### config.mk
export PLATFORM = sky130hd
export DESIGN_NAME = rv64RegFile
export DESIGN_NICKNAME = d
export VERILOG_FILES = /design/src/rv64RegFile.sv
export VERILOG_INCLUDE_DIRS = /design/src
export SDC_FILE = /design/constraint.sdc
export NUM_CORES = 2
export LEC_CHECK = 0
export BUFFER_PORTS_ARGS = -buffer_cell sky130_fd_sc_hd__buf_2
export CORE_UTILIZATION = 30
export CTS_CLUSTER_DIAMETER = 80
export DETAILED_ROUTE_END_ITERATION = 7
export GPL_TIMING_DRIVEN = 0
export HOLD_SLACK_MARGIN = 0.02
export PLACE_DENSITY = 0.44
export SYNTH_ARGS = -nofsm -noshare
export SYNTH_HDL_FRONTEND = slang
export SYNTH_SLANG_ARGS = --single-unit
### constraint.sdc
create_clock -name clk -period 3.4 [get_ports clk]
set_input_delay 0.68 -clock clk [delete_from_list [all_inputs] [get_ports clk]]
set_output_delay 0.68 -clock clk [all_outputs]
set_load 0.1 [all_outputs]
### src/rv64_settings.svh
`ifndef RV64_SETTINGS_SVH
`define RV64_SETTINGS_SVH

// datapath width
`define XLEN 64

// first fetch address after reset
`define RESET_PC 64'h0000_0000_0000_0000

// architectural integer registers
`define NUM_REGS 32

`endif
### src/rv64RegFile.sv
`timescale 1ns/1ps
`default_nettype none

`include "rv64_settings.svh"

module rv64RegFile (
    input  logic                         clk,
    input  logic                         arstN,
    input  logic [$clog2(`NUM_REGS)-1:0] rs1Addr,
    input  logic [$clog2(`NUM_REGS)-1:0] rs2Addr,
    input  logic [$clog2(`NUM_REGS)-1:0] rdAddr,
    input  logic                         wen,
    input  logic [`XLEN-1:0]             wdata,
    output logic [`XLEN-1:0]             rs1Data,
    output logic [`XLEN-1:0]             rs2Data
);

    logic [`XLEN-1:0] regs [`NUM_REGS];

    always_ff @(posedge clk or negedge arstN) begin
        if (!arstN) begin
            regs <= '{default: '0};
        end else if (wen && (rdAddr != '0)) begin // x0 never written
            regs[rdAddr] <= wdata;
        end
    end

    assign rs1Data = (rs1Addr == '0) ? '0 : regs[rs1Addr];
    assign rs2Data = (rs2Addr == '0) ? '0 : regs[rs2Addr];

endmodule

`default_nettype wire

# Word level (Yosys, flattened, before mapping)
# Cells that the tools add are included.
dict set report word_totals {
  register_bits 2048
  latchBits 0
  ram_bits 0
  romBits 0
  input_bits 82
  wordCells 55
  n_memories 0
}
dict set report op_classes {
  add_sub_neg 0
  multipliers 0
  div_mod_pow 0
  n_lt_le_gt_ge 4
  n_eq_ne 0
  shift 0
  muxes 11
  bitwise 3
  reduce_logical 5
}
# operator count
set ops {}
lappend ops {{bitwise mux 2048 bit} 1}
lappend ops {{binary-select mux 64 bit (select 5 bit)} 2}
lappend ops {{2-to-1 mux 64 bit} 7}
lappend ops {{demux 64 bit (select 5 bit)} 1}
lappend ops {{greater-or-equal comparator 6 bit (second input constant)} 3}
lappend ops {{inverter 5 -> 6 bit} 3}
lappend ops {{zero test 5 bit} 2}
lappend ops {{< comparator 6 x 1 -> 1 bit (second input constant)} 1}
lappend ops {{nonzero test 5 bit} 1}
lappend ops {{logical AND 1 bit} 2}

# Longest topological paths before layout
dict set report logic_depth {
  word_depth 6
  ltp_mapped 10
}

# Least setup slack after synthesis
# OpenSTA, ideal clock, no wires.
dict set report synth_timing {
  path_kind {in2out}
  startpoint {input rs2Addr[1]}
  endpoint {output rs2Data[39]}
  arrival_ps 6480
  required_time_ps 2720
  path_slack_ps -3760
  stages 7
  n_path_buf 3
  path_cell_list {buf_4 > buf_2 > or2_2 > clkbuf_1 > o22ai_1 > nor4_1 > a2111oi_0}
}
dict set report synth_between {
  elab_chain_cells 5
}
# element line_no
set synth_rtl {}
lappend synth_rtl {{start, declared} rv64RegFile.sv:10} ;# input logic [$clog2(`NUM_REGS)-1:0] rs2Addr,
lappend synth_rtl {{inverter 5 -> 6 bit (implied by the code)} rv64RegFile.sv:29} ;# assign rs2Data = (rs2Addr == '0) ? '0 : regs[rs2Addr];
lappend synth_rtl {{binary-select mux 64 bit (select 5 bit)} rv64RegFile.sv:29}
lappend synth_rtl {{2-to-1 mux 64 bit (implied by the code) (2 in series)} rv64RegFile.sv:29}
lappend synth_rtl {{2-to-1 mux 64 bit (*)} rv64RegFile.sv:29}
lappend synth_rtl {{end, declared} rv64RegFile.sv:15} ;# output logic [`XLEN-1:0] rs2Data
# Every way passes the cells marked *; elsewhere a longest branch is shown, timed or not. The select of a mux whose other input is x is not followed.

# Worst setup path in the final report
# Ends and elaborated chain as after synthesis.

==> results.md <==
- Critical path buffers and inverters: 5
- Maximum buffer depth of the clock tree: 4
- Mapped Nets: a little over 7,000
- Layout Nets: 8,101
- Post-Syn Instances: around 7,000
- Vias: 78,500
- Arrival time worst endpoint: 3110 ps
- Leading post-synthesis cells by cell area: dfrtp_1 (47%), mux2_2 (21%), mux4_2 (20%), mux2i_1 (4.8%), clkbuf_1 (1.5%)
- Final hold slack: -48.4 ps
- Tightest Pin Transition: between 1500 and 2000 ps
- Crit-path cells: buf_16, buf_16, buf_16, buf_4, mux4_2, mux2_2, nand2_1, a2111oi_4, buf_6
- Status: finished, violations left
- GRT Overall Usage: 0.320
- Worst EP required: 2720 ps
- Kind of cell with the highest combined delay on the critical path: buffers and inverters
- I/O Buffers: between 200 and 250
- Max-Cap Viols: 6
- Final Wtd Congestion: ~0.95
- Crit-path slowest cell: a2111oi_4
- Failing checks: hold timing, capacitance limit, slew limit, setup timing
- Predominant post-synthesis flop cell: dfrtp_1
- Ports: 210
- Max Slew Vio Count: 55
- Syn avg cell area: 15.6 um^2
- Share of cells above drive strength 1: 0.610
- DR WL met3: ~60,000 um
- Routed WL: around 600,000 um
- Top Registers: regs: 2048 flops
- CTS clk-pin slew, worst paths: ~60 ps
- Max reg flops: between 2,000 and 2,500
- Nature of the critical path startpoint: input pin
- TritonCTS clock tree: done
- Clk sinks: slightly above 2,000
- Synthesis-stage register bit count: between 2,000 and 2,500
- Max_slew headroom: -0.110
- Area share of the leading cell type in the synthesized netlist: 0.473
- RSZ-0062 raised after global routing: true
- Largest stage delay on the critical path: about 820 ps
- Critical path's most frequent cell: buf_16
- Top cells by count, synth: dfrtp_1 (2,048), mux2_2 (2,008), mux4_2 (968)
- R2r setup slk: around 2500 ps
- Die Span X: about 600 um
- Period utilization: 1.12
- Vias in the first global route: 78,900
- Metal-1 WL: approximately 230,000 um
- CP Capture Type: output port
- Drt drc: 0
- Non-filler cells, final: ~13,000
- Worst Reg-to-Reg Cells: 2
- Pwr dens: 600 nW/um^2
- Max Fclk: 264 MHz
- Endpoints failing setup: about 130
- DIE AREA: ~360,000 um^2
- Largest net degree at the start of global routing: between 150 and 200
- Area growth syn-to-layout: 31.3%
- Fin. Hold Viols: 24
- Min Clock Period, post-route: around 3800 ps
- Clock skew: 0 ps
- Core area: 359,000 um^2
- Ys Warns: 0
- WL met2: ~260,000 um
- P_leak: 0.0610 uW
- Initial DRC count: around 9,500
- Row count: 220
- Initial core utilization: 0.302
- Num CTS Buffers: ~270
- Crit-path max FO: 7
- Cell Area, Synth: 108,000 um^2
- Root buf cell: clkbuf_16
- HP Class: in2async
- R2R Path Start: regs[1938]
- Worst reg2reg path endpoint: regs[1938]
- Placed cells: approximately 12,000
- Async S/R FF share, synth: 1.00
- EDFF count, synth: 0
- First-pass GRT wire length: 770,000 um
- 1st-pass router iterations: 6
- Final setup margin: -393 ps
- Largest Register: regs
- Post-synthesis cell type count: 48
- Yosys top cell by area: dfrtp_1
- Avg WL per Cell: approximately 46 um
- Worst VDD drop: ~0.38 mV
- # H-tree levels: 5
- Uppermost routed layer: met5
- Sequential area share after synthesis: 0.473
- CP Class: in2out
- Clock Latency Late Sink: roughly 930 ps
- Total gr overflow: 0
- Vias per Instance: 6.02
- Antenna viol nets, final: 0
- Die height: 603 um
- Antenna violations before repair: 64
- Pre-CTS WS: -3130 ps
- Post-DP HPWL: around 400,000 um
- Most common cell in the netlist: dfrtp_1
-- worst min-delay path, stage by stage --
cell and delay [ps]:
buf_12 110, buf_16 140, buf_16 390
-- cells by family after synthesis --
family | share of synthesized area
mux | 0.459
buf+inv | 0.0328
simple gates | 0.0141
compound gates | 0.0214
flops | 0.473
-- metal layers --
layer  vias to the layer above  GRT usage
li1                      29200          -
met1                     43200      0.401
met2                      4577      0.469
met3                      1508      0.100
met4                        35      0.225
met5                         -    0.00119
-- timing repair --
action | CTS | global route
buffers inserted | 320 | 138
gates resized for setup | 1817 | 358
pin swaps | 119 | 140
endpoints found under the setup margin | 128 | 371
endpoints found under the hold margin | 53 | 36
hold buffers | 26 | 4
cloned | 29 | 33
-- cell usage in the layout, fill, tap and decap left out, drive strengths merged, types with 14 or more instances in the layout --
cell         Yosys  layout
dfrtp         2048    2048
mux2          2022    2022
buf            373    1108
mux4           968     968
clkbuf         434     861
mux2i          520     520
o22ai          182     182
or2             74      74
diode            0      53
nand2           40      40
nor2b           39      39
clkinv           0      34
nor2            31      31
a22oi           26      26
dlygate4sd3      0      22
nor3            21      21
o22a            17      17
inv              0      16
nand2b          14      14
a211oi          14      14
-- power by group --
group	internal (uW)	switching [uW]	leakage, uW	total, uW
logic	12100	12000	0.0305	24100
registers	29000	3520	0.0263	32500
clock network	16800	12000	0.00424	28800
-- layout make-up --
| type | instances | area, um^2 |
|---|---|---|
| fill | 33400 | 217000 |
| multi-input combinational | 4108 | 56200 |
| sequential | 2048 | 51200 |
| timing repair buffer | 799 | 11800 |
| buffer | 797 | 8420 |
| clock buffer | 399 | 7900 |
| tap | 4773 | 5970 |
| clock inverter | 61 | 694 |
| antenna | 53 | 133 |
-- worst max path at each step --
stage	slack [ps]	to	cells after the start	startpoint
floorplan	-930	rs2Data[39]	9	rs2Addr[0]
global placement	-47020	regs[1547]	1	arstN
detailed placement	-3130	rs1Data[26]	9	rs1Addr[2]
CTS	-310	rs2Data[39]	10	rs2Addr[0]
global route	-290	rs2Data[18]	10	rs2Addr[1]
finish	-390	rs2Data[39]	9	rs2Addr[1]
-- through the flow --
| stage | utilization | cell area [um^2] | hold slack, ps | setup TNS (ps) | power (uW) |
|---|---|---|---|---|---|
| 2_1_floorplan | - | 109000 | 384 | -7030 | 45500 |
| 3_3_place_gp | 0.323 | 116000 | 442 | - | 51800 |
| 3_5_place_dp | 0.327 | 118000 | 443 | -868940 | 52400 |
| 4_1_cts | 0.385 | 138000 | -69.5 | -23490 | 84200 |
| 5_1_grt | 0.396 | 142000 | 38.0 | -22980 | 87900 |
| 6_report | 0.396 | 142000 | -48.4 | -25200 | 85400 |
Power figures use the tool's default switching activity.
