### src/rv64_settings.svh
`ifndef RV64_SETTINGS_SVH
`define RV64_SETTINGS_SVH

// datapath width
`define XLEN 64

// first fetch address after reset
`define RESET_PC 64'h0000_0000_0000_0000

// architectural integer registers
`define NUM_REGS 32

`endif
### src/rv64Csr.sv
`timescale 1ns/1ps
`default_nettype none

`include "rv64_settings.svh"

module rv64Csr (
    input  logic             clk,
    input  logic             arstN,
    input  logic [11:0]      csrAddr,
    input  logic             csrWen,
    input  logic [`XLEN-1:0] csrWdata,
    input  logic             trapEnter,
    input  logic [`XLEN-1:0] trapPc,
    output logic [`XLEN-1:0] csrRdata,
    output logic [`XLEN-1:0] mtvec,
    output logic [`XLEN-1:0] mepc
);

    localparam logic [11:0] ADDR_MSTATUS = 12'h300;
    localparam logic [11:0] ADDR_MTVEC   = 12'h305;
    localparam logic [11:0] ADDR_MEPC    = 12'h341;
    localparam logic [11:0] ADDR_MCAUSE  = 12'h342;
    localparam int          MIE          = 3;
    localparam int          MPIE         = 7;

    logic [`XLEN-1:0] mcause;
    logic [`XLEN-1:0] mstatus;

    always_ff @(posedge clk or negedge arstN) begin
        if (!arstN) begin
            mtvec   <= '0;
            mepc    <= '0;
            mcause  <= '0;
            mstatus <= '0;
        end else if (trapEnter) begin
            mepc          <= trapPc;
            mcause        <= `XLEN'd11; // ecall from M-mode
            mstatus[MPIE] <= mstatus[MIE];
            mstatus[MIE]  <= 1'b0;
        end else if (csrWen) begin
            case (csrAddr)
                ADDR_MSTATUS: mstatus <= csrWdata;
                ADDR_MTVEC:   mtvec   <= csrWdata;
                ADDR_MEPC:    mepc    <= csrWdata;
                ADDR_MCAUSE:  mcause  <= csrWdata;
                default:      mcause  <= mcause; // unknown csr ignored
            endcase
        end
    end

    always_comb begin
        case (csrAddr)
            ADDR_MSTATUS: csrRdata = mstatus;
            ADDR_MTVEC:   csrRdata = mtvec;
            ADDR_MEPC:    csrRdata = mepc;
            ADDR_MCAUSE:  csrRdata = mcause;
            default:      csrRdata = '0;
        endcase
    end

endmodule

`default_nettype wire

### config.mk
export PLATFORM = sky130hd
export DESIGN_NAME = rv64Csr
export DESIGN_NICKNAME = d
export VERILOG_FILES = /design/src/rv64Csr.sv
export VERILOG_INCLUDE_DIRS = /design/src
export SDC_FILE = /design/constraint.sdc
export NUM_CORES = 1
export LEC_CHECK = 0
export BUFFER_PORTS_ARGS = -buffer_cell sky130_fd_sc_hd__clkbuf_2
export CORE_UTILIZATION = 47
export DETAILED_ROUTE_END_ITERATION = 6
export MAX_ROUTING_LAYER = met4
export PLACE_DENSITY = 0.74
export SETUP_SLACK_MARGIN = 0.02
export SLEW_MARGIN = 5
export SYNTH_ARGS = -nofsm -noshare
export SYNTH_HDL_FRONTEND = slang
export SYNTH_SLANG_ARGS = --single-unit
export TNS_END_PERCENT = 1
### constraint.sdc
create_clock -name clk -period 2.3 [get_ports clk]
set_clock_uncertainty 0.05 [all_clocks]
set_input_delay 0.345 -clock clk [delete_from_list [all_inputs] [get_ports clk]]
set_output_delay 0.345 -clock clk [all_outputs]
set_load 0.01 [all_outputs]
# Word-level counts from Yosys, hierarchy flattened
# Index checks and enable logic that the tools add are counted.
# totals
reg_bits	256
word_cells	30
# op_classes
eq_ne	4
n_mux	11
n_bitwise	1
n_reduce_logical	9
# ops
operator	count
2-to-1 mux 64 bit	6
case mux 64 bit (4 select lines)	1
equality test 12 x 10 -> 1 bit, second input constant	4
2-to-1 mux 8 bit	2
nonzero test 2 bit	4
AND reduction 2 bit	3
AND reduction 3 bit	2
2-to-1 mux 1 bit	2
NOT 1 bit	1

# Logic depth before layout (Yosys ltp)
# logic_depth
word_depth	4
ltp_mapped	7

# Least setup slack after synthesis
# OpenSTA, ideal clock, no wires.
# synth_timing
path_kind	input to output
start	in csrAddr[1]
end	out csrRdata[11]
t_arrival_ps	1923
required_time_ps	1905
slack_ps	-18
path_stages	7
cell_sequence	or4_4 -> or3_1 -> clkbuf_1 -> buf_2 -> buf_1 -> nor2_1 -> a221o_1
# synth_between
elab_chain_cells	2
word_cells_on_any_way	5
cone_classes	eq/ne (4); mux (1)
# synth_rtl
item	line	source
start: declaration	rv64Csr.sv:9	input logic [11:0] csrAddr,
equality test 12 x 10 -> 1 bit	rv64Csr.sv:52	case (csrAddr)
case mux 64 bit (4 select lines) *	rv64Csr.sv:52	
end: declaration	rv64Csr.sv:14	output logic [`XLEN-1:0] csrRdata,
# Every way passes the cells marked *; elsewhere a longest branch is shown, timed or not.

# Final worst setup path
# layout_timing
start	in csrAddr[1]
end	out csrRdata[46]
# The elaborated chain is that of the path after synthesis.

==> summary.txt <==
Run status
  – Outcome: complete, but fails checks
  – Failing checks: negative setup slack

Clock tree
  – Clock slew at reported path FFs: 60 ps
  – CTS buffer count: 28
  – Htree depth: 1
  – CTS tree: built
  – Worst-Skew Late Latency: 520 ps
  – Clock sinks: 256
  – CTS Root Cell: clkbuf_16
  – Clk buf depth: 3

Cells and area
  – Fraction of layout cells with a size suffix above 1: 0.412
  – Fin area: 0.0155 mm²
  – Most frequent cells in the layout: clkbuf_2, dfrtp_1, nor2_1
  – Nets: 1,470
  – Most common cell after layout, fill and taps aside: clkbuf_2
  – Filler cells: 1,821
  – Syn-to-layout area delta: 34.3%

Global routing
  – Initial antenna violation count: 2
  – Total track usage: 0.286
  – First-pass GRT wire length: 53.7 mm
  – GR Overflow Total: 0
  – Pin count of the biggest net entering global routing: 86
  – Vias in the first global route: 9,790

Floorplanning
  – Die ar.: 0.0251 mm²
  – Die X: 159 µm
  – Core footprint: 0.0238 mm²
  – IO Count: 336
  – # rows: 56
  – Die Ht: 159 µm
  – Initial Utilization: 0.485

Placement
  – GPL Wtd Cong: 0.842
  – Port bufs: 335
  – Dpl ws: -260 ps
  – DP Wirelength: 22.7 mm
  – Area after DPL: 0.0140 mm²

Detailed routing
  – Remaining antenna violation count after routing: 0
  – Number of remaining DRC errors: 0
  – Routed WL per cell: 21.2 µm
  – Final wirelength: 35.4 mm
  – Routed via count: 9,781
  – Via/cell ratio: 5.87
  – DR iter-0 viols: 635
  – Drt first pass iters: 5

Logic synthesis
  – Syn nets: 1,092
  – Synth Warn #: 0
  – Number of synthesized flops with an enable pin: 0
  – Post-synth ARST share: 1.00
  – Post-synthesis instance area: 0.0115 mm²
  – Avg Cell Area, Syn: 12.2 µm²
  – Syn Inst Count: 948
  – Synth area leader: dfrtp_1
  – Top cells by area, synth: dfrtp_1, mux2_2, a221o_1
  – Sequential area share after synthesis: 0.556
  – Yosys reg bits: 256
  – Distinct cells, synth: 35
  – Synth top area share: 0.556
  – Top_reg_cell synth: dfrtp_1

Timing
  – Final worst path period share: 1.08
  – Normalized max-slew margin: 0.522
  – Final setup margin: -182 ps
  – Slew of the pin with the lowest slew margin: 717 ps
  – Final Max Slew Viols: 0
  – Setup TNS: -7510 ps
  – Hold Fails Final Rpt: 0
  – Max Clock Freq: 403 MHz
  – Setup violators final: 64
  – Worst hold slack: 4.54 ps
  – Period minus WS final: 2480 ps
  – RSZ-0062 raised after global routing: yes

Setup path
  – Critical path arrival: 2090 ps
  – Most frequent cell on the critical path: buf_6
  – CP Capture Type: output port
  – Crit path required time: 1900 ps
  – CP cell instances: buf_6 > or4_4 > buf_6 > nor4_4 > buf_6 > buf_12 > a221o_1 > clkbuf_2
  – Critical path's slowest cell: or4_4
  – WP buf/inv: 5
  – Delay of the slowest cell on the worst path: 550 ps
  – Cell family with most CP delay: simple AND/OR/NAND/NOR gates
  – Worst Setup Start Kind: input pin
  – Worst-path fanout max: 15
  – Crit path kind: input pin to output port

Power
  – Power consumption: 10.0 mW
  – Leakage: 7.61 nW
  – PD cells: 646 mW/mm²
  – Maximum vdd drop: 0.580 mV

Min path
  – Class of the worst hold path: input pin to register

Flow run
  – Max cap viols: 0
cells in the mapped netlist (2+ instances only):
master    instances
nand3b_1          2
and2_1            2
buf_4             6
and3_1            2
dfrtp_1         256
a22o_1           60
buf_2            15
a211o_1           2
nand2_1           4
nand3_1           2
clkbuf_1         54
or3_1             3
a221o_1          64
mux2_1           14
a21oi_1          67
inv_1             2
nor2_1          130
buf_1             8
mux2_2          112
mux2i_1          64
a22oi_1          65
final cells by class:
type | count | area [µm²] | area share
inverters | 3 | 13.8 | 0.000889
flip-flops and latches | 256 | 6410 | 0.414
multi-input cells | 606 | 4810 | 0.311
clock inverters | 6 | 60.1 | 0.00388
clock buffers | 44 | 842 | 0.0544
well taps | 319 | 399 | 0.0258
repair buffers | 431 | 2940 | 0.190
diodes | 2 | 5.00 | 0.000323
state kept, by name, indices dropped and copies added (netlist names):
signal	count
mepc	64
mstatus	64
mtvec	64
mcause	64
metal layers:
layer	global-route usage	part of all wire	vias up	wire length [µm]
met5	-	0	-	0
met4	0.0984	0.025	0	894
met3	0.0525	0.071	67	2510
met2	0.452	0.48	467	16900
met1	0.371	0.43	4924	15100
li1	-	-	4323	-
per-stage QoR:
| step | cells | utilization |
|---|---|---|
| after floorplan | 948 | - |
| after global placement | 1569 | 0.591 |
| after detailed placement | 1569 | 0.591 |
| after CTS | 1665 | 0.651 |
| after global routing | 1667 | 0.652 |
| final | 1667 | 0.652 |
worst register-to-register path, stage by stage (launching register included):
cell	delay (ps)
dfrtp_1	400
nand2_1	80
a21oi_1	40
a41o_1	200
path summary, 6_finish.rpt:
kind	slack, ps	cells past startpoint	startpoint	end
hold / removal	5	3	trapPc[36]	mepc[36]$_DFFE_PN0P_
hold reg to reg	450	1	mstatus[12]$_DFFE_PN0P_	mstatus[12]$_DFFE_PN0P_
max in group asynchronous	1070	3	arstN	mepc[5]$_DFFE_PN0P_
setup reg to reg	1410	3	mcause[7]$_DFFE_PN0P_	mcause[7]$_DFFE_PN0P_
min in group asynchronous	330	2	arstN	mcause[16]$_DFFE_PN0P_
setup / recovery	-180	8	csrAddr[1]	csrRdata[46]
power by group:
| part | switching (mW) | internal, mW |
|---|---|---|
| sequential | 0.0996 | 4.61 |
| combinational | 0.513 | 0.378 |
| clock | 1.78 | 2.61 |
| total | 2.40 | 7.60 |
timing repair:
item	4_1_cts	5_1_grt
setup buffers	2	0
endpoints found under the setup margin	64	64
pin swaps	39	13
hold buffers	42	1
resized for setup	5	34
hold endpoints to repair	118	1
gates cloned	2	0
cell families (layout without fill, tap and decap cells):
| group | count (synthesis) | after routing | synth area share |
|---|---|---|---|
| AND/OR/NAND/NOR | 154 | 154 | 0.0571 |
| other | 0 | 2 | 0 |
| buffers and inverters | 86 | 484 | 0.0316 |
| flip-flops | 256 | 256 | 0.556 |
| multiplexers | 190 | 190 | 0.179 |
| AO/OA/AOI/OAI | 262 | 262 | 0.176 |
Note: power is estimated with default switching activity, not from simulation.
