<file path="config.mk">
export PLATFORM = sky130hd
export DESIGN_NAME = rv64Decoder
export DESIGN_NICKNAME = d
export VERILOG_FILES = /design/src/rv64Pkg.sv /design/src/rv64Decoder.sv
export VERILOG_INCLUDE_DIRS = /design/src
export SDC_FILE = /design/constraint.sdc
export NUM_CORES = 1
export LEC_CHECK = 0
export BUFFER_PORTS_ARGS = -buffer_cell sky130_fd_sc_hd__buf_2
export CAP_MARGIN = 10
export CELL_PAD_IN_SITES_DETAIL_PLACEMENT = 0
export CELL_PAD_IN_SITES_GLOBAL_PLACEMENT = 1
export CORE_ASPECT_RATIO = 1.75
export CORE_MARGIN = 1.5
export CORE_UTILIZATION = 20
export DETAILED_ROUTE_END_ITERATION = 10
export GPL_TIMING_DRIVEN = 0
export PLACE_DENSITY = 0.86
export SLEW_MARGIN = 20
export SYNTH_ARGS = -nofsm -noshare
export SYNTH_HDL_FRONTEND = slang
export SYNTH_SLANG_ARGS = --single-unit
</file>
<file path="constraint.sdc">
create_clock -name vclk -period 2.12
set_input_delay 0.106 -clock vclk [all_inputs]
set_output_delay 0.106 -clock vclk [all_outputs]
set_load 0.1 [all_outputs]
</file>
<file path="src/rv64_settings.svh">
`ifndef RV64_SETTINGS_SVH
`define RV64_SETTINGS_SVH

// datapath width
`define XLEN 64

// first fetch address after reset
`define RESET_PC 64'h0000_0000_0000_0000

// architectural integer registers
`define NUM_REGS 32

`endif
</file>
<file path="src/rv64Pkg.sv">
`default_nettype none

package rv64Pkg;

    typedef enum logic [6:0] {
        OPC_OP        = 7'b0110011,
        OPC_OP_IMM    = 7'b0010011,
        OPC_OP_32     = 7'b0111011,
        OPC_OP_IMM_32 = 7'b0011011,
        OPC_LUI       = 7'b0110111,
        OPC_AUIPC     = 7'b0010111,
        OPC_JAL       = 7'b1101111,
        OPC_JALR      = 7'b1100111,
        OPC_BRANCH    = 7'b1100011,
        OPC_LOAD      = 7'b0000011,
        OPC_STORE     = 7'b0100011,
        OPC_SYSTEM    = 7'b1110011
    } opcodeE;

    typedef enum logic [4:0] {
        ALU_NONE, ALU_ADD, ALU_SUB, ALU_AND, ALU_OR, ALU_XOR,
        ALU_SLL, ALU_SRL, ALU_SRA, ALU_SLT, ALU_SLTU,
        ALU_MUL, ALU_DIV, ALU_DIVU, ALU_REM, ALU_REMU,
        ALU_RETURN_A, ALU_RETURN_B
    } aluOpE;

    typedef enum logic [2:0] {
        WB_ALU,
        WB_MEM,
        WB_PC4,
        WB_ALU_W, // low word, sign extended
        WB_CSR
    } wbSelE;

    typedef enum logic [1:0] {
        SELA_PC,
        SELA_RS1
    } selAE;

    typedef enum logic [1:0] {
        SELB_IMM,
        SELB_RS2,
        SELB_CSR
    } selBE;

endpackage

`default_nettype wire

</file>
<file path="src/rv64Decoder.sv">
`timescale 1ns/1ps
`default_nettype none

`include "rv64_settings.svh"

module rv64Decoder import rv64Pkg::*; (
    input  logic [31:0]      inst,
    input  logic [`XLEN-1:0] imm,
    input  logic [`XLEN-1:0] rs1Data,
    input  logic [`XLEN-1:0] rs2Data,
    output aluOpE            aluOp,
    output selAE             selA,
    output selBE             selB,
    output wbSelE            wbSel,
    output logic             regWen,
    output logic             csrWen,
    output logic             takeTarget,
    output logic             targetFromRs1,
    output logic             trapEnter,
    output logic             trapReturn,
    output logic             opWord,
    output logic             loadSigned,
    output logic             isEbreak,
    output logic [3:0]       readBytes,
    output logic [3:0]       storeBytes
);

    opcodeE     opcode;
    logic [2:0] funct3;
    logic [6:0] funct7;

    assign opcode = opcodeE'(inst[6:0]);
    assign funct3 = inst[14:12];
    assign funct7 = inst[31:25];

    // integer ops shared by register and immediate forms
    function automatic aluOpE baseOp(input logic [2:0] f3, input logic alt, input logic isReg);
        case (f3)
            3'b000:  return (isReg && alt) ? ALU_SUB : ALU_ADD;
            3'b001:  return ALU_SLL;
            3'b010:  return ALU_SLT;
            3'b011:  return ALU_SLTU;
            3'b100:  return ALU_XOR;
            3'b101:  return alt ? ALU_SRA : ALU_SRL;
            3'b110:  return ALU_OR;
            default: return ALU_AND;
        endcase
    endfunction

    function automatic aluOpE mulDivOp(input logic [2:0] f3);
        case (f3)
            3'b000:  return ALU_MUL;
            3'b100:  return ALU_DIV;
            3'b101:  return ALU_DIVU;
            3'b110:  return ALU_REM;
            3'b111:  return ALU_REMU;
            default: return ALU_NONE; // mulh family not supported
        endcase
    endfunction

    always_comb begin
        aluOp         = ALU_NONE;
        selA          = SELA_RS1;
        selB          = SELB_IMM;
        wbSel         = WB_ALU;
        regWen        = 1'b0;
        csrWen        = 1'b0;
        takeTarget    = 1'b0;
        targetFromRs1 = 1'b0;
        trapEnter     = 1'b0;
        trapReturn    = 1'b0;
        opWord        = 1'b0;
        loadSigned    = 1'b0;
        isEbreak      = 1'b0;
        readBytes     = 4'd0;
        storeBytes    = 4'd0;
        case (opcode)
            OPC_OP, OPC_OP_32: begin
                selB   = SELB_RS2;
                regWen = 1'b1;
                opWord = (opcode == OPC_OP_32);
                wbSel  = opWord ? WB_ALU_W : WB_ALU;
                if (funct7 == 7'b0000001) begin
                    aluOp = mulDivOp(funct3);
                end else begin
                    aluOp = baseOp(funct3, funct7[5], 1'b1);
                end
            end
            OPC_OP_IMM, OPC_OP_IMM_32: begin
                regWen = 1'b1;
                opWord = (opcode == OPC_OP_IMM_32);
                wbSel  = opWord ? WB_ALU_W : WB_ALU;
                aluOp  = baseOp(funct3, funct7[5], 1'b0); // shamt lives in imm
            end
            OPC_LUI: begin
                regWen = 1'b1;
                aluOp  = ALU_RETURN_B;
            end
            OPC_AUIPC: begin
                regWen = 1'b1;
                selA   = SELA_PC;
                aluOp  = ALU_ADD;
            end
            OPC_JAL: begin
                regWen     = 1'b1;
                selA       = SELA_PC;
                aluOp      = ALU_ADD; // pc + imm
                wbSel      = WB_PC4;
                takeTarget = 1'b1;
            end
            OPC_JALR: begin
                regWen        = 1'b1;
                aluOp         = ALU_ADD; // rs1 + imm
                wbSel         = WB_PC4;
                takeTarget    = 1'b1;
                targetFromRs1 = 1'b1;
            end
            OPC_BRANCH: begin
                selA  = SELA_PC;
                aluOp = ALU_ADD;
                case (funct3)
                    3'b000:  takeTarget = (rs1Data == rs2Data);
                    3'b001:  takeTarget = (rs1Data != rs2Data);
                    3'b100:  takeTarget = ($signed(rs1Data) < $signed(rs2Data));
                    3'b101:  takeTarget = ($signed(rs1Data) >= $signed(rs2Data));
                    3'b110:  takeTarget = (rs1Data < rs2Data);
                    3'b111:  takeTarget = (rs1Data >= rs2Data);
                    default: takeTarget = 1'b0;
                endcase
            end
            OPC_LOAD: begin
                regWen     = 1'b1;
                aluOp      = ALU_ADD;
                wbSel      = WB_MEM;
                readBytes  = 4'd1 << funct3[1:0]; // 1, 2, 4 or 8
                loadSigned = !funct3[2];
            end
            OPC_STORE: begin
                aluOp      = ALU_ADD;
                storeBytes = 4'd1 << funct3[1:0];
            end
            OPC_SYSTEM: begin
                case (funct3)
                    3'b001: begin // csrrw
                        regWen = 1'b1;
                        csrWen = 1'b1;
                        wbSel  = WB_CSR;
                        aluOp  = ALU_RETURN_A;
                    end
                    3'b010: begin // csrrs
                        regWen = 1'b1;
                        csrWen = 1'b1;
                        wbSel  = WB_CSR;
                        selB   = SELB_CSR;
                        aluOp  = ALU_OR;
                    end
                    3'b000: begin
                        case (imm[11:0])
                            12'h000: trapEnter  = 1'b1; // ecall
                            12'h001: isEbreak   = 1'b1;
                            12'h302: trapReturn = 1'b1; // mret
                            default: trapEnter  = 1'b0;
                        endcase
                    end
                    default: aluOp = ALU_NONE;
                endcase
            end
            default: aluOp = ALU_NONE;
        endcase
    end

endmodule

`default_nettype wire

</file>
Word level (Yosys, flattened, before mapping)
Cells that the tools add are included.
{ "word_totals": {"inputBits": 224, "reg_bits": 0, "elab_cells": 73, "out_inout_bits": 29} }
{ "op_classes": {"muxes": 34, "n_reduce_logical": 10, "eq_ne": 24, "shifts": 1, "order_cmp": 4} }
{ "ops": {"columns": ["op", "count"], "rows": [
  ["64-bit greater-or-equal comparator", 2],
  ["64-bit < comparator", 2],
  ["64-bit equality test", 1],
  ["64-bit inequality test", 1],
  ["4-bit one-hot mux with 7 select lines", 2],
  ["7-bit by 6-bit equality test with 1-bit output (second input constant)", 4],
  ["7-bit equality test (second input constant)", 4],
  ["5-bit one-hot mux with 5 select lines", 1],
  ["7-bit by 5-bit equality test with 1-bit output (second input constant)", 3],
  ["4-bit one-hot mux with 5 select lines", 1],
  ["3-bit one-hot mux with 5 select lines", 1],
  ["1-bit 2-to-1 mux", 14],
  ["12-bit by 1-bit equality test with 1-bit output (second input constant)", 1],
  ["12-bit by 10-bit equality test with 1-bit output (second input constant)", 1],
  ["3-bit equality test (second input constant)", 4],
  ["12-bit zero test", 1],
  ["4-bit 2-to-1 mux", 3],
  ["5-bit one-hot mux with 2 select lines", 1],
  ["9-bit OR reduction", 1],
  ["2-bit 2-to-1 mux", 4],
  ["2-bit OR reduction", 4],
  ["7-bit by 1-bit equality test with 1-bit output (second input constant)", 1],
  ["7-bit by 2-bit equality test with 1-bit output (second input constant)", 1],
  ["3-bit by 2-bit equality test with 1-bit output (second input constant)", 2],
  ["11 further kinds", 13]
]} }

Logic depth before layout (Yosys ltp)
Gate-level depths: netlist (run 1).
{ "depth": {"ltp_word": 4, "depth_mapped": 11} }

Least setup slack after synthesis (run 1)
Ideal clock, no wire load.
{ "synth_timing": {"path_type": "input -> output", "start": "in inst[1]", "end": "out regWen", "t_required_ns": 2.014, "arrival_time_ns": 3.531, "path_slack_ns": -1.517, "cell_stages": 6, "cell_sequence": "nand2_1 > or3_1 > or4_1 > buf_2 > a21oi_1 > nand4b_1"} }
{ "synth_between": {"elab_chain_len": 3, "word_cells_on_any_way": 12, "cone_classes": "eq/ne (10); mux (1); reduce/logical (1)"} }
{ "synth_rtl": {"columns": ["element", "line_no", "source"], "rows": [
  ["start: declaration", "rv64Decoder.sv:7", "input logic [31:0] inst,"],
  ["7-bit by 6-bit equality test with 1-bit output (tied with other cells)", "rv64Decoder.sv:77", "case (opcode)"],
  ["9-bit OR reduction (no source line)", null, null],
  ["1-bit one-hot mux with 2 select lines *", "rv64Decoder.sv:77", null],
  ["end: declaration", "rv64Decoder.sv:15", "output logic regWen,"]
]} }
Every way passes the cells marked *; elsewhere a longest branch is shown, timed or not.

Worst setup path in the final report (run 1)
{ "layout_timing": {"start": "in rs1Data[20]", "end": "out takeTarget"} }
{ "layout_between": {"elab_chain_len": 3, "word_cells_on_any_way": 8, "cone_classes": "order compare (4); eq/ne (2); mux (2)"} }
{ "layout_rtl": {"columns": ["element", "line_no", "source"], "rows": [
  ["start: declaration", "rv64Decoder.sv:9", "input logic [`XLEN-1:0] rs1Data,"],
  ["64-bit greater-or-equal comparator (tied with other cells)", "rv64Decoder.sv:127", "3'b111: takeTarget = (rs1Data >= rs2Data);"],
  ["1-bit one-hot mux with 6 select lines *", "rv64Decoder.sv:121", "case (funct3)"],
  ["1-bit one-hot mux with 2 select lines *", "rv64Decoder.sv:77", null],
  ["end: declaration", "rv64Decoder.sv:17", "output logic takeTarget,"]
]} }
Marks and branches as above.

==> run metrics, run 1 <==
share of layout cells above drive strength 1 56.39%; critical path capture point type output port; fillers 1123; post-synthesis xor/xnor area fraction 0.3834%; final setup fails 1; area of placed instances 3687 um^2; final setup margin -0.4121 ns; Post-Synth Adder-Cell Area 35.05%; Post-Synth Simple-Gate Area 27.49%; post-synthesis compound-gate area fraction 23.55%; WS Path Type in2out; Setup crit start kind input port; actual slew at the worst max-slew pin 0.6094 ns; DRT iter0 DRCs 40; top cells by area, synth ha_1 35%, inv_1 11%, a21oi_1 6.4%; vias in the first global route 3093; RSZ-0062 raised after global routing yes; DR vias 3150; count of cell types in the netlist 52; CP max FO 3; Yosys warning count 0; All-Layer GR Usage 12.65%; area share of the largest cell type after synthesis 35.05%; most frequent CP cell nand4_1; die width 83.80 um; wire length per cell 13.27 um; Seq/Total Area, Yosys 0%; Slew Viols, Final 0; sequential standard cell area 0 um^2; Final Non-Filler Cells 664; Switching Share 50.47%; Clk network pwr share 0%; Rows 51; period utilisation layout 119.4%; Detail Placement HPWL 7398 um; global-route wire length before repair 13260 um; vias per cell 4.744; Comb pwr share 100.0%; max_slew headroom 59.37%; initial antenna violation count 0; Final Util 38.80%; CP bufs+invs 2; sequential share of power 0%; crit path DAT 2.43 ns; MaxCap Viol Count 0; syn nets 624; violated checks setup timing; Placed Cells 652; I/O pins 253; family with the most delay on the worst path compound AO/OA/AOI/OAI gates; total grt overflow 0; sw power 368.3 uW; Hold-fix buffers, CTS 0; Int Power 361.4 uW; Syn-to-layout area delta 88.55%; placeable core area 11100 um^2; Fin. Hold Viols 0; die area 12100 um^2; initial core utilization 20.58%; Peak VDD IR 0.00007082 V; pwr dens 169.4 nW/um^2; num sequential 0; # DRC 0; outcome finished with violations; critical path cell sequence buf_2 > ha_4 > nand4_1 > nor3_2 > nand4_1 > o211ai_1 > o2111a_2 > nor4b_4 > o41a_1 > o21ai_4 > buf_12; largest net degree at the start of global routing 11; multiplexer area fraction after synthesis 0.4381%; Routed WL 8814 um; clkbuf count 0; ant diodes 0; Avg Cell Area, Syn 6.800 um^2; Fmax 394.9 MHz; Placer Congestion 0.7694; slowest CP cell o41a_1; cell count after synthesis 336; Pleak 0.002231 uW; Final Cell Area 4308 um^2; Die H 144.4 um; Max stage delay on crit path 0.44 ns; Antenna Violating Nets Remaining 0; Mapped Area 2285 um^2; drt first pass iters 4; Yosys top cell by area ha_1; largest family of logic cells by synthesized area adder cells; Hold WC Path Type in2out; post-layout min period 2.532 ns; number of buffers added on ports 184; worst path required time 2.01 ns; Setup TNS Final -0.4121 ns; Nets 822
==> cell type report <==
| cell class | instances | area, um^2 | share of cell area, % |
|---|---|---|---|
| timing repair buffer | 197 | 1235 | 28.67 |
| multi-input combinational | 259 | 2591 | 60.15 |
| tap | 132 | 165.2 | 3.834 |
| inverter | 68 | 275.3 | 6.390 |
| buffer | 8 | 41.29 | 0.9585 |
==> stage by stage <==
step / total power (uW) / setup WS, ns / hold slack [ns]
6_report: 729.7 / -0.4121 / 0.6169
5_1_grt: 808.6 / -0.5414 / 0.6352
4_1_cts: 660.7 / -0.5164 / 0.6121
3_5_place_dp: 612.2 / -0.8766 / 0.6541
3_3_place_gp: 591.4 / -0.8934 / 0.6534
2_1_floorplan: 366.2 / -0.5415 / 0.4291
==> cell usage in the layout (no fill, tap or decap), drive strengths merged, types with 5 or more instances in the layout <==
cell and count:
a211oi 5, or3 5, nand4 11, inv 68, nand3 6, nor4 6, buf 199, a21o 14
nor3 8, o21ai 12, nor2 28, ha 64, a21oi 29, nand2 19, clkbuf 6
==> logic make-up (layout without fill, tap and decap cells) <==
group | Yosys count | after routing
buffers and inverters | 77 | 273
multiplexers | 1 | 1
XOR/XNOR | 1 | 1
other | 1 | 1
AO/OA/AOI/OAI | 81 | 81
adder cells (fa/ha/maj) | 64 | 64
AND/OR/NAND/NOR | 111 | 111
==> worst min-delay path, delay by kind of cell <==
| family | cells | cell delay [ns] |
|---|---|---|
| buf+inv | 2 | 0.25 |
| simple gates | 1 | 0.15 |
==> timing repair <==
item | CTS | global route
endpoints found under the hold margin | 0 | 0
cloned | 0 | 0
pin swaps | 21 | 34
endpoints found under the setup margin | 8 | 9
setup buffers | 7 | 6
gates resized for setup | 53 | 46
==> final timing paths <==
kind / startpoint / to / depth (start not counted)
min: imm[0] / isEbreak / 3
max: rs1Data[20] / takeTarget / 11
==> layer usage <==
metal  GRT usage [%]  vias to the layer above  wire [um]
met1           14.24                     1429       3343
li1                -                     1596          -
met5               0                        -          0
met2           26.66                      123       4956
met4          0.3451                        0         26
met3          0.9703                        2        488
==> cells in the mapped netlist, drive strengths merged, types with 4 or more instances <==
cell and number:
nand2 19, nand4 11, a21o 14, nand3 6, inv 68, nor4 6
ha 64, a21oi 29, a211oi 5, or3 5, clkbuf 6, o21ai 12
and4 4, o22ai 4, nor2 28, or4 4, nor3 8
==> power by group through the flow <==
stage / combinational (uW) / clock [uW] / sequential (uW)
after floorplan: 366 / 0 / 0
after global placement: 591 / 0 / 0
after CTS: 661 / 0 / 0
final: 730 / 0 / 0
after detailed placement: 612 / 0 / 0
after global routing: 809 / 0 / 0
Power figures use the tool's default switching activity.
==> inputs of run 2 (changes only) <==
==> constraint.sdc (replaced) <==
create_clock -name vclk -period 2.1
set_input_delay 0.105 -clock vclk [all_inputs]
set_output_delay 0.105 -clock vclk [all_outputs]
set_load 0.1 [all_outputs]
==> run metrics, run 2 (synthesis gave the netlist of run 1 again) <==
final setup fails 1; ant diodes 0; vias per cell 4.729; Detail Placement HPWL 7641 um; Placer Congestion 0.7713; Rows 51; largest net degree at the start of global routing 11; commonest non-fill, non-tap cells in the layout 162 x buf_2, 52 x inv_1, 40 x ha_1; die area 12100 um^2; pwr dens 171.4 nW/um^2; drt first pass iters 4; actual slew at the worst max-slew pin 0.6776 ns; initial core utilization 20.58%; I/O pins 253; WS Path Type in2out; sequential standard cell area 0 um^2; vias in the first global route 3162; Nets 829; num sequential 0; period utilisation layout 123.9%; CP max FO 4; max_slew headroom 54.83%; fillers 1130; Die H 144.4 um; total grt overflow 0; Hold WC Path Type in2out; clkbuf count 0; Fin. Hold Viols 0; placeable core area 11100 um^2; Setup TNS Final -0.5016 ns; commonest non-fill, non-tap cell in the layout buf_2; final setup margin -0.5016 ns; outcome finished with violations; Final Power 753.9 uW; HP Start imm[0]; Hold-fix buffers, CTS 0; violated checks setup timing; initial antenna violation count 0; critical path capture point type output port; wire length per cell 13.68 um; Setup crit start kind input port; share of layout cells above drive strength 1 57.51%; All-Layer GR Usage 13.56%; Pleak 0.002263 uW; crit path DAT 2.50 ns; post-layout min period 2.602 ns; Syn-to-layout area delta 92.50%; number of buffers added on ports 184; # DRC 0; DR vias 3173; RSZ-0062 raised after global routing yes; CP startpoint rs2Data[21]; Slew Viols, Final 0; Routed WL 9177 um; Fmax 384.4 MHz; MaxCap Viol Count 0; Peak VDD IR 0.00008477 V; die width 83.80 um; Antenna Violating Nets Remaining 0; DRT iter0 DRCs 63; Setup Slack @ Placement -1.105 ns; global-route wire length before repair 13930 um; worst path required time 2.00 ns
-- run 2: cell types whose count changed in the layout (fill, tap and decap cells not counted), moves of 2 or more --
cell	change
and4_1	-2
buf_2	+7
buf_4	+6
buf_6	-7
ha_1	+2
ha_4	-2
inv_1	+5
inv_2	-6
o2111ai_2	-2
o2111ai_4	+2
-- run 2: power breakdown --
group / total [uW] / internal, uW / switching (uW)
registers: 0 / 0 / 0
clock network: 0 / 0 / 0
logic: 754 / 367 / 387
total: 754 / 367 / 387
-- run 2: final cells by class --
cell class	instances	area (um^2)	share of cell area [%]
Inverter	68	277.8	6.316
Multi-Input combinational cell	259	2663	60.54
Tap cell	132	165.2	3.755
Timing Repair Buffer	204	1251	28.45
Buffer	8	41.29	0.9388
-- run 2: layer usage --
metal | track usage, % | part of all wire, %
met1 | 14.60 | 37
met2 | 29.80 | 58
met3 | 0.7420 | 4.9
met4 | 0 | 0.25
met5 | 0 | 0
-- run 2: path summary, 6_finish.rpt --
check                         to  depth (start not counted)
worst max-delay path  takeTarget                         14
worst min-delay path    isEbreak                          3
-- run 2: timing repair --
item	4_1_cts	5_1_grt
pin swaps	29	19
setup endpoints to repair	9	9
resized for setup	69	36
buffers inserted	15	6
-- run 2: critical path, stage by stage --
cell and delay, ns:
buf_2 0.08, inv_1 0.05, ha_4 0.26, nand4_1 0.12, nor3_2 0.21, nand4_1 0.14
buf_4 0.16, buf_4 0.11, buf_4 0.13, nor3_4 0.29, nor4_1 0.09, o41a_1 0.41
o21ai_4 0.16, buf_12 0.19
-- run 2: through the flow --
step	cells	area [um^2]	hold slack, ns	utilization, %
floorplan	336	2615	0.4271	-
global placement	652	3701	0.6852	33.33
detailed placement	652	3701	0.6847	33.33
CTS	665	4168	0.6254	37.54
global route	671	4398	0.6425	39.61
finish	671	4398	0.6267	39.61
